### config.mk
export PLATFORM = sky130hd
export DESIGN_NAME = mem_stage_top
export DESIGN_NICKNAME = d
export VERILOG_FILES = /design/src/common/mem_pkg.sv /design/src/mem_stage/mem_ctrl_fsm.sv /design/src/mem_stage/mem_wait_timer.sv /design/src/mem_stage/mem_req_gen.sv /design/src/mem_stage/mem_wb_stage.sv /design/src/design/mem_stage_top.sv
export SDC_FILE = /design/constraint.sdc
export NUM_CORES = 1
export LEC_CHECK = 0
export ABC_AREA = 1
export BUFFER_PORTS_ARGS = -buffer_cell sky130_fd_sc_hd__buf_2
export CAP_MARGIN = 0
export CORE_AREA = 2 2 174 176
export CTS_CLUSTER_SIZE = 16
export DETAILED_ROUTE_END_ITERATION = 8
export DIE_AREA = 0 0 176 178
export PLACE_DENSITY = 0.55
export SLEW_MARGIN = 10
export SYNTH_ARGS = -nofsm -noshare
export SYNTH_HDL_FRONTEND = slang
export SYNTH_SLANG_ARGS = --single-unit
export TNS_END_PERCENT = 100
### constraint.sdc
create_clock -name clk -period 5.8 [get_ports clk]
set_clock_uncertainty 0.15 [all_clocks]
set_input_delay 1.74 -clock clk [delete_from_list [all_inputs] [get_ports clk]]
set_output_delay 1.74 -clock clk [all_outputs]
set_load 0.01 [all_outputs]
### src/common/mem_pkg.sv
// memory stage package: widths, timing constants, operation encodings and stage structs
package mem_pkg;

	// ----------------------------------------------------------------------
	// widths and timing
	// ----------------------------------------------------------------------
	localparam int XLEN = 32;

	// cycles from the request strobe until an unanswered access fails
	localparam int MEM_TIMEOUT_CYC = 16;

	// wait counter width, one code above the limit so it can saturate
	localparam int TIMER_W = $clog2(MEM_TIMEOUT_CYC + 2);

	// ----------------------------------------------------------------------
	// encodings
	// ----------------------------------------------------------------------
	typedef enum logic [1:0] {
		SIZE_B = 2'd0,
		SIZE_H = 2'd1,
		SIZE_W = 2'd2
	} mem_size_e;

	typedef enum logic [1:0] {
		COP_NONE  = 2'd0,
		COP_LOAD  = 2'd1,
		COP_STORE = 2'd2
	} mem_cop_e;

	// load extension, unsigned variants zero fill
	typedef enum logic [2:0] {
		SX_LB  = 3'd0,
		SX_LH  = 3'd1,
		SX_LW  = 3'd2,
		SX_LBU = 3'd3,
		SX_LHU = 3'd4
	} sx_op_e;

	// ----------------------------------------------------------------------
	// stage payloads
	// ----------------------------------------------------------------------
	typedef struct packed {
		logic            val;
		mem_cop_e        cop;
		mem_size_e       size;
		sx_op_e          sx_op;
		logic            we_rf;
		logic            sel_mem;
		logic [XLEN-1:0] alu_result;
		logic [XLEN-1:0] store_data;
		logic [XLEN-1:0] pc_4;
		logic [4:0]      rd;
		logic [4:0]      rs1;
		logic [4:0]      rs2;
	} exe_to_mem_t;

	// addr is word aligned, wdata already sits in its byte lanes
	typedef struct packed {
		logic            val;
		mem_cop_e        cop;
		logic            nc;
		logic [XLEN-1:0] addr;
		logic [3:0]      be;
		logic [XLEN-1:0] wdata;
	} l1d_req_t;

	typedef struct packed {
		logic            val;
		logic            we_rf;
		logic [4:0]      rd;
		logic [XLEN-1:0] result;
		logic [XLEN-1:0] pc_4;
		logic            misalign;
		logic            bus_err;
	} mem_to_wb_t;

	// what the hazard unit sees of the instruction in this stage
	typedef struct packed {
		logic       val;
		logic       we_rf;
		logic [4:0] rd;
		logic [4:0] rs1;
		logic [4:0] rs2;
	} haz_info_t;

endpackage

### src/mem_stage/mem_ctrl_fsm.sv
// access control FSM: cache request strobe, stall level, timer run and capture strobe
module mem_ctrl_fsm (
	input  logic clk,
	input  logic arst_n,
	input  logic enb,
	input  logic kill,
	input  logic val,
	input  logic is_access,
	input  logic misalign,
	input  logic l1d_ack,
	input  logic timeout,
	output logic req_val,
	output logic stall,
	output logic capture,
	output logic bus_err,
	output logic timer_run
);

	typedef enum logic [1:0] {
		ST_IDLE  = 2'd0,
		ST_WAIT  = 2'd1,
		ST_DRAIN = 2'd2
	} state_e;

	state_e state_q;
	state_e state_d;

	logic go;
	logic issue;
	logic done;

	// instruction may advance this cycle
	assign go = val && enb && !kill;

	// aligned access leaves for the cache
	assign issue = (state_q == ST_IDLE) && go && is_access && !misalign;

	// outstanding answer arrives, or we give up on it
	assign done = l1d_ack || timeout;

	// ----------------------------------------------------------------------
	// next state
	// ----------------------------------------------------------------------
	always_comb begin
		state_d = state_q;
		case (state_q)
			ST_IDLE: begin
				if (issue) begin
					state_d = ST_WAIT;
				end
			end
			ST_WAIT: begin
				// an answer in the kill cycle is consumed here, nothing left to drain
				if (done) begin
					state_d = ST_IDLE;
				end else if (kill) begin
					state_d = ST_DRAIN;
				end
			end
			ST_DRAIN: begin
				if (done) begin
					state_d = ST_IDLE;
				end
			end
			default: begin
				state_d = ST_IDLE;
			end
		endcase
	end

	always_ff @(posedge clk or negedge arst_n) begin
		if (!arst_n) begin
			state_q <= ST_IDLE;
		end else begin
			state_q <= state_d;
		end
	end

	// ----------------------------------------------------------------------
	// outputs
	// ----------------------------------------------------------------------
	assign req_val = issue;

	// rises with the request, falls after the answer cycle
	assign stall = issue || (state_q != ST_IDLE);

	// timer counts only while an answer is owed
	assign timer_run = (state_q != ST_IDLE);

	// non-access or misaligned goes straight through, accesses on their answer
	assign capture = ((state_q == ST_IDLE) && go && (!is_access || misalign)) ||
		((state_q == ST_WAIT) && done);

	// ack wins over a timeout in the same cycle
	assign bus_err = (state_q == ST_WAIT) && timeout && !l1d_ack;

endmodule

### src/mem_stage/mem_wait_timer.sv
// wait cycle counter with one-shot timeout strobe
module mem_wait_timer (
	input  logic clk,
	input  logic arst_n,
	input  logic run,
	output logic timeout
);

	import mem_pkg::*;

	logic [TIMER_W-1:0] count_q;
	logic [TIMER_W-1:0] elapsed;

	// request cycle is cycle zero, first wait cycle is one
	assign elapsed = count_q + TIMER_W'(1);

	always_ff @(posedge clk or negedge arst_n) begin
		if (!arst_n) begin
			count_q <= '0;
		end else if (!run) begin
			count_q <= '0;
		end else if (count_q != TIMER_W'(MEM_TIMEOUT_CYC)) begin
			// stops one past the limit so the strobe fires once
			count_q <= elapsed;
		end
	end

	assign timeout = run && (elapsed == TIMER_W'(MEM_TIMEOUT_CYC));

endmodule

### src/mem_stage/mem_req_gen.sv
// cache request builder: nc decision, byte enables, store lanes with bypass, misalign check
module mem_req_gen (
	input  mem_pkg::exe_to_mem_t    exe_in,
	input  logic [mem_pkg::XLEN-1:0] csr_nc_mask,
	input  logic [mem_pkg::XLEN-1:0] csr_nc_base,
	input  logic                     bp_sel,
	input  logic [mem_pkg::XLEN-1:0] bp_wb_data,
	output mem_pkg::l1d_req_t       req,
	output logic                     is_access,
	output logic                     misalign
);

	import mem_pkg::*;

	logic [1:0]      off;
	logic [3:0]      be;
	logic [XLEN-1:0] st_data;
	logic [XLEN-1:0] lanes;

	assign off = exe_in.alu_result[1:0];

	assign is_access = exe_in.val && (exe_in.cop != COP_NONE);

	// ----------------------------------------------------------------------
	// alignment
	// ----------------------------------------------------------------------
	always_comb begin
		misalign = 1'b0;
		if (is_access) begin
			case (exe_in.size)
				SIZE_H:  misalign = off[0];
				SIZE_W:  misalign = (off != 2'b00);
				default: misalign = 1'b0;
			endcase
		end
	end

	// ----------------------------------------------------------------------
	// byte enables and lanes
	// ----------------------------------------------------------------------
	always_comb begin
		case (exe_in.size)
			SIZE_B:  be = 4'b0001 << off;
			SIZE_H:  be = 4'b0011 << {off[1], 1'b0};
			default: be = 4'b1111;
		endcase
	end

	// writeback value overrides a stale register operand
	assign st_data = bp_sel ? bp_wb_data : exe_in.store_data;

	// replicate so every lane carries the data, be picks the one written
	always_comb begin
		case (exe_in.size)
			SIZE_B:  lanes = {4{st_data[7:0]}};
			SIZE_H:  lanes = {2{st_data[15:0]}};
			default: lanes = st_data;
		endcase
	end

	// ----------------------------------------------------------------------
	// request fields, strobe comes from the FSM
	// ----------------------------------------------------------------------
	always_comb begin
		req       = '0;
		req.val   = 1'b0;
		req.cop   = exe_in.cop;
		req.nc    = ((exe_in.alu_result & csr_nc_mask) == csr_nc_base);
		req.addr  = {exe_in.alu_result[XLEN-1:2], 2'b00};
		req.be    = be;
		req.wdata = lanes;
	end

endmodule

### src/mem_stage/mem_wb_stage.sv
// load alignment and extension, result select, mem to writeback register with kill
module mem_wb_stage (
	input  logic                     clk,
	input  logic                     arst_n,
	input  logic                     capture,
	input  logic                     kill,
	input  logic                     bus_err,
	input  logic                     misalign,
	input  mem_pkg::exe_to_mem_t    exe_in,
	input  logic [mem_pkg::XLEN-1:0] l1d_rdata,
	output mem_pkg::mem_to_wb_t     wb_out
);

	import mem_pkg::*;

	logic [1:0]      off;
	logic [7:0]      byte_sel;
	logic [15:0]     half_sel;
	logic [XLEN-1:0] load_val;
	logic            flagged;
	mem_to_wb_t      wb_d;
	mem_to_wb_t      wb_q;

	assign off = exe_in.alu_result[1:0];

	// ----------------------------------------------------------------------
	// load data alignment
	// ----------------------------------------------------------------------
	assign byte_sel = l1d_rdata[{off, 3'b000} +: 8];
	assign half_sel = l1d_rdata[{off[1], 4'b0000} +: 16];

	always_comb begin
		case (exe_in.sx_op)
			SX_LB:   load_val = {{(XLEN-8){byte_sel[7]}}, byte_sel};
			SX_LBU:  load_val = {{(XLEN-8){1'b0}}, byte_sel};
			SX_LH:   load_val = {{(XLEN-16){half_sel[15]}}, half_sel};
			SX_LHU:  load_val = {{(XLEN-16){1'b0}}, half_sel};
			default: load_val = l1d_rdata;
		endcase
	end

	// ----------------------------------------------------------------------
	// next payload
	// ----------------------------------------------------------------------
	// failed accesses must not touch the register file
	assign flagged = bus_err || misalign;

	always_comb begin
		wb_d          = '0;
		wb_d.val      = exe_in.val;
		wb_d.we_rf    = exe_in.we_rf && !flagged;
		wb_d.rd       = exe_in.rd;
		wb_d.pc_4     = exe_in.pc_4;
		wb_d.misalign = misalign;
		wb_d.bus_err  = bus_err;
		if (flagged) begin
			wb_d.result = '0;
		end else if (exe_in.sel_mem) begin
			wb_d.result = load_val;
		end else begin
			wb_d.result = exe_in.alu_result;
		end
	end

	// ----------------------------------------------------------------------
	// stage register, kill beats capture
	// ----------------------------------------------------------------------
	always_ff @(posedge clk or negedge arst_n) begin
		if (!arst_n) begin
			wb_q <= '0;
		end else if (kill) begin
			wb_q <= '0;
		end else if (capture) begin
			wb_q <= wb_d;
		end
	end

	assign wb_out = wb_q;

endmodule

### src/design/mem_stage_top.sv
// memory stage top: control FSM, wait timer, request builder, writeback register, bypass wires
module mem_stage_top (
	input  logic                     clk,
	input  logic                     arst_n,
	input  mem_pkg::exe_to_mem_t    exe_in,
	input  logic                     enb,
	input  logic                     kill,
	input  logic [mem_pkg::XLEN-1:0] csr_nc_mask,
	input  logic [mem_pkg::XLEN-1:0] csr_nc_base,
	input  logic                     bp_sel,
	input  logic [mem_pkg::XLEN-1:0] bp_wb_data,
	input  logic                     l1d_ack,
	input  logic [mem_pkg::XLEN-1:0] l1d_rdata,
	output mem_pkg::l1d_req_t       l1d_req,
	output logic                     stall,
	output mem_pkg::mem_to_wb_t     wb_out,
	output logic [mem_pkg::XLEN-1:0] exe_bp_data,
	output mem_pkg::haz_info_t      haz
);

	import mem_pkg::*;

	l1d_req_t req_fields;
	logic     req_val;
	logic     is_access;
	logic     misalign;
	logic     capture;
	logic     bus_err;
	logic     timer_run;
	logic     timeout;

	mem_req_gen mem_req_gen_i (
		.exe_in      (exe_in),
		.csr_nc_mask (csr_nc_mask),
		.csr_nc_base (csr_nc_base),
		.bp_sel      (bp_sel),
		.bp_wb_data  (bp_wb_data),
		.req         (req_fields),
		.is_access   (is_access),
		.misalign    (misalign)
	);

	mem_ctrl_fsm mem_ctrl_fsm_i (
		.clk       (clk),
		.arst_n    (arst_n),
		.enb       (enb),
		.kill      (kill),
		.val       (exe_in.val),
		.is_access (is_access),
		.misalign  (misalign),
		.l1d_ack   (l1d_ack),
		.timeout   (timeout),
		.req_val   (req_val),
		.stall     (stall),
		.capture   (capture),
		.bus_err   (bus_err),
		.timer_run (timer_run)
	);

	mem_wait_timer mem_wait_timer_i (
		.clk     (clk),
		.arst_n  (arst_n),
		.run     (timer_run),
		.timeout (timeout)
	);

	mem_wb_stage mem_wb_stage_i (
		.clk       (clk),
		.arst_n    (arst_n),
		.capture   (capture),
		.kill      (kill),
		.bus_err   (bus_err),
		.misalign  (misalign),
		.exe_in    (exe_in),
		.l1d_rdata (l1d_rdata),
		.wb_out    (wb_out)
	);

	// request fields with the FSM strobe merged in
	always_comb begin
		l1d_req     = req_fields;
		l1d_req.val = req_val;
	end

	// forwarding and hazard views of the instruction in this stage
	assign exe_bp_data = exe_in.alu_result;
	assign haz = '{val: exe_in.val, we_rf: exe_in.we_rf, rd: exe_in.rd,
		rs1: exe_in.rs1, rs2: exe_in.rs2};

endmodule

==> results_dict.tcl <==
set metrics [dict create \
    status "finished clean" \
    worstHoldStart "mem_wb_stage_i.wb_out[71]$_DFFE_PN0P_" \
    grt_pass1_vias 7230 \
    post-route-period-util 0.9097 \
    core_mm2 0.02940 \
    htreeDepth 3 \
    path_cells "buf_2 -> inv_1 -> ha_1 -> nor2_1 -> buf_4 -> o21ai_0 -> o22ai_1 -> buf_2" \
    seqPwrFrac 0.337 \
    gp_congestion 0.8664 \
    viasPerCell 4.400 \
    syn2layout_area_growth_pct 32.64 \
    max_slew_margin 0.3548 \
    path_clk_slew_ps 60 \
    cts_inserted_buffers 9 \
    routedWlPerCell_um 17.17 \
    synth-seq-cells 80 \
    cp_slowest_cell "nor2_1" \
    crit_type "input pin to primary output" \
    power_frac_comb 0.314 \
    worstMarginPinSlew_ps 967.9 \
    end_kind "primary output" \
    grt_util_all_layers 0.1795 \
    syn_area_mm2 0.006585 \
    worst_setup_path_start_kind "input pin" \
    grt_remaining_overflow 0 \
    clk_path_buf_depth 2 \
    grt_pass1_wl_um 42300 \
    rsz0062_at_grt "no" \
    syn_inst 1029 \
    numPortBuffers 427 \
    grt_max_degree 74 \
    yosys_warnings 0 \
    die_height_um 178 \
    max_stage_delay_ps 330 \
    final_util 0.2971 \
    p_switching_uw 620.1 \
    die_area_mm2 0.03133 \
    min_period_ps 5276 \
    multi_input_area_mm2 0.003447 \
    antenna_left 0 \
    swShare 0.3317 \
    max-cap-violations 0 \
    p_leak_uw 0.005157 \
    hpwl_um 24330 \
    cts_root_buffer "clkbuf_16" \
    drive_gt1_frac 0.3531 \
    p_per_area_mw_per_mm2 214.0 \
    crit_fanout 20 \
    start_util 0.2240 \
    holdBufCountCts 0 \
    synthFlopType "dfrtp_1" \
    antenna_found_initial 1 \
    syn_avg_cell_area_um2 6.399 \
    synth_cell_types 30 \
    setup_tns_ps 0 \
    post-route-drc-count 0 \
    num_io_pins 450 \
    reg2reg_from "mem_wait_timer_i.count_q[1]$_DFFE_PN0P_" \
    first_iter_violations 448 \
    ir_drop_mv 0.1509 \
    routed_wl_um 29930 \
    hold_viol 0 \
    finalSetupViolations 0 \
    fillerInstances 3323 \
    worstPathArrival_ps 3390 \
    nets 1607 \
    crit_family "buffers and inverters" \
    worstSetupStartpoint "exe_in[117]" \
    vias 7669 \
    cp.buffers_inverters 4 \
    cts_tree "yes" \
    hp-class "flip-flop to flip-flop" \
    drv_slew 0 \
    ys_seq_area_frac 0.3040 \
    postCtsSetupRepairBufs 0 \
    clock.fmax_ghz 0.1895 \
    ys_async_sr_fraction 1.000 \
    synth-edff-count 0 \
    die_w_um 176 \
    post_cts_resized 0 \
    clock_latency_ps 320 \
    clockPowerShare 0.348 \
    cp.required_ps 3910 \
    cts_sinks 80 \
    regArea_mm2 0.002002 \
    p_int_uw 1249 \
    drt-pass1-iter-count 4 \
    core.rowCount 63 \
    cpMostUsedCell "buf_2" \
]
-- worst reg2reg max path, cell delays in order (launching register included) --
cell,delay [ps]
dfrtp_1,420
ha_1,220
inv_1,50
nand2_1,70
nand3_1,80
nor2_1,180
nand2_2,100
nand2_1,70
nand2_1,80
nand2_4,560
inv_4,510
nand2_1,230
nand2_1,60
-- cells in the final DEF (no fill, tap or decap), types with 3 or more instances in the layout --
master and n:
buf_2 426, nand2_1 394, nand3_1 107, nor2_1 80
dfrtp_1 80, o21ai_0 69, inv_1 57, xnor2_1 17
o22ai_1 16, a21oi_1 15, or2_2 12, xor2_1 11
buf_4 11, clkbuf_16 9, mux2i_1 8, ha_1 6
nand4_1 5, inv_2 4, nor3_1 4, bufinv_16 3
-- synth_stat cells (3+ instances only) --
cell type  instances  area, um^2
nand2_1          394        1479
nand3_1          107       535.5
buf_4             91       683.2
dfrtp_1           80        2002
nor2_1            80       300.3
o21ai_0           69       345.3
inv_1             58       217.7
clkbuf_1          18       67.56
xnor2_1           17       148.9
o22ai_1           16       100.1
a21oi_1           15       75.07
buf_2             12       60.06
or2_2             12       75.07
xor2_1            11       96.34
mux2i_1            8       80.08
buf_6              7       78.83
ha_1               6       75.07
nand4_1            5       31.28
buf_1              4       15.01
nor3_1             4       20.02
inv_2              3       11.26
-- routing by layer --
layer  wire length, um  vias up  GRT usage
li1                  -     3799          -
met1             11070     3486     0.1894
met5                 0        -          0
met2             16450      344     0.3648
met4               891        0    0.05269
met3              1513       40    0.02494
-- sequential cells by signal (all words and copies together), names as in the netlist --
| name | cells |
|---|---|
| mem_wb_stage_i.wb_out | 73 |
| mem_wait_timer_i.count_q | 5 |
| mem_ctrl_fsm_i.state_q | 2 |
-- metrics by stage --
stage                     std cells  setup slack (ps)  hold slack [ps]  instance area (um^2)  power [uW]
after global placement         1725             578.5            308.3                  8387        1234
after global routing           1742             391.3            338.3                  8732        1978
final                          1743             523.9            323.1                  8735        1869
after detailed placement       1725             541.7            309.6                  8387        1237
after CTS                      1741             530.0            326.9                  8730        1896
after floorplan                1030             893.7            355.7                  6589       975.1
-- cell families after synthesis --
logic type,count (synthesis),synth area share
adders and majority gates,6,0.01140
muxes,8,0.01216
AOI/OAI and AO/OA,103,0.08265
DFF,80,0.3040
and+or+nand+nor,609,0.3789
xor gates and xnor gates,28,0.03724
other,1,0.0005695
buffers and inverters,194,0.1731
-- area by class of cell --
class | instances | area share
clock inverters | 7 | 0.01347
well taps | 390 | 0.05587
clock buffers | 9 | 0.02578
diodes | 2 | 0.0005730
multi-input cells | 756 | 0.3946
repair buffers | 437 | 0.2535
flip-flops and latches | 80 | 0.2292
inverters | 62 | 0.02693
-- worst paths after layout --
check / end / slack [ps] / cells after the start
min: mem_wb_stage_i.wb_out[71]$_DFFE_PN0P_ / 320 / 2
min reg2reg: mem_wb_stage_i.wb_out[71]$_DFFE_PN0P_ / 320 / 2
max in group asynchronous: mem_wb_stage_i.wb_out[35]$_DFFE_PN0P_ / 3330 / 2
min in group asynchronous: mem_wb_stage_i.wb_out[1]$_DFFE_PN0P_ / 1240 / 1
max reg2reg: mem_wb_stage_i.wb_out[35]$_DFFE_PN0P_ / 2910 / 12
max: l1d_req[20] / 520 / 8
-- power by group through the flow --
stage / registers [uW] / logic (uW) / clock network (uW)
3_3_place_gp: 640 / 595 / 0
2_1_floorplan: 663 / 312 / 0
5_1_grt: 636 / 651 / 692
3_5_place_dp: 640 / 597 / 0
6_report: 630 / 588 / 651
4_1_cts: 630 / 599 / 667
(Power assumes the default switching activity.)
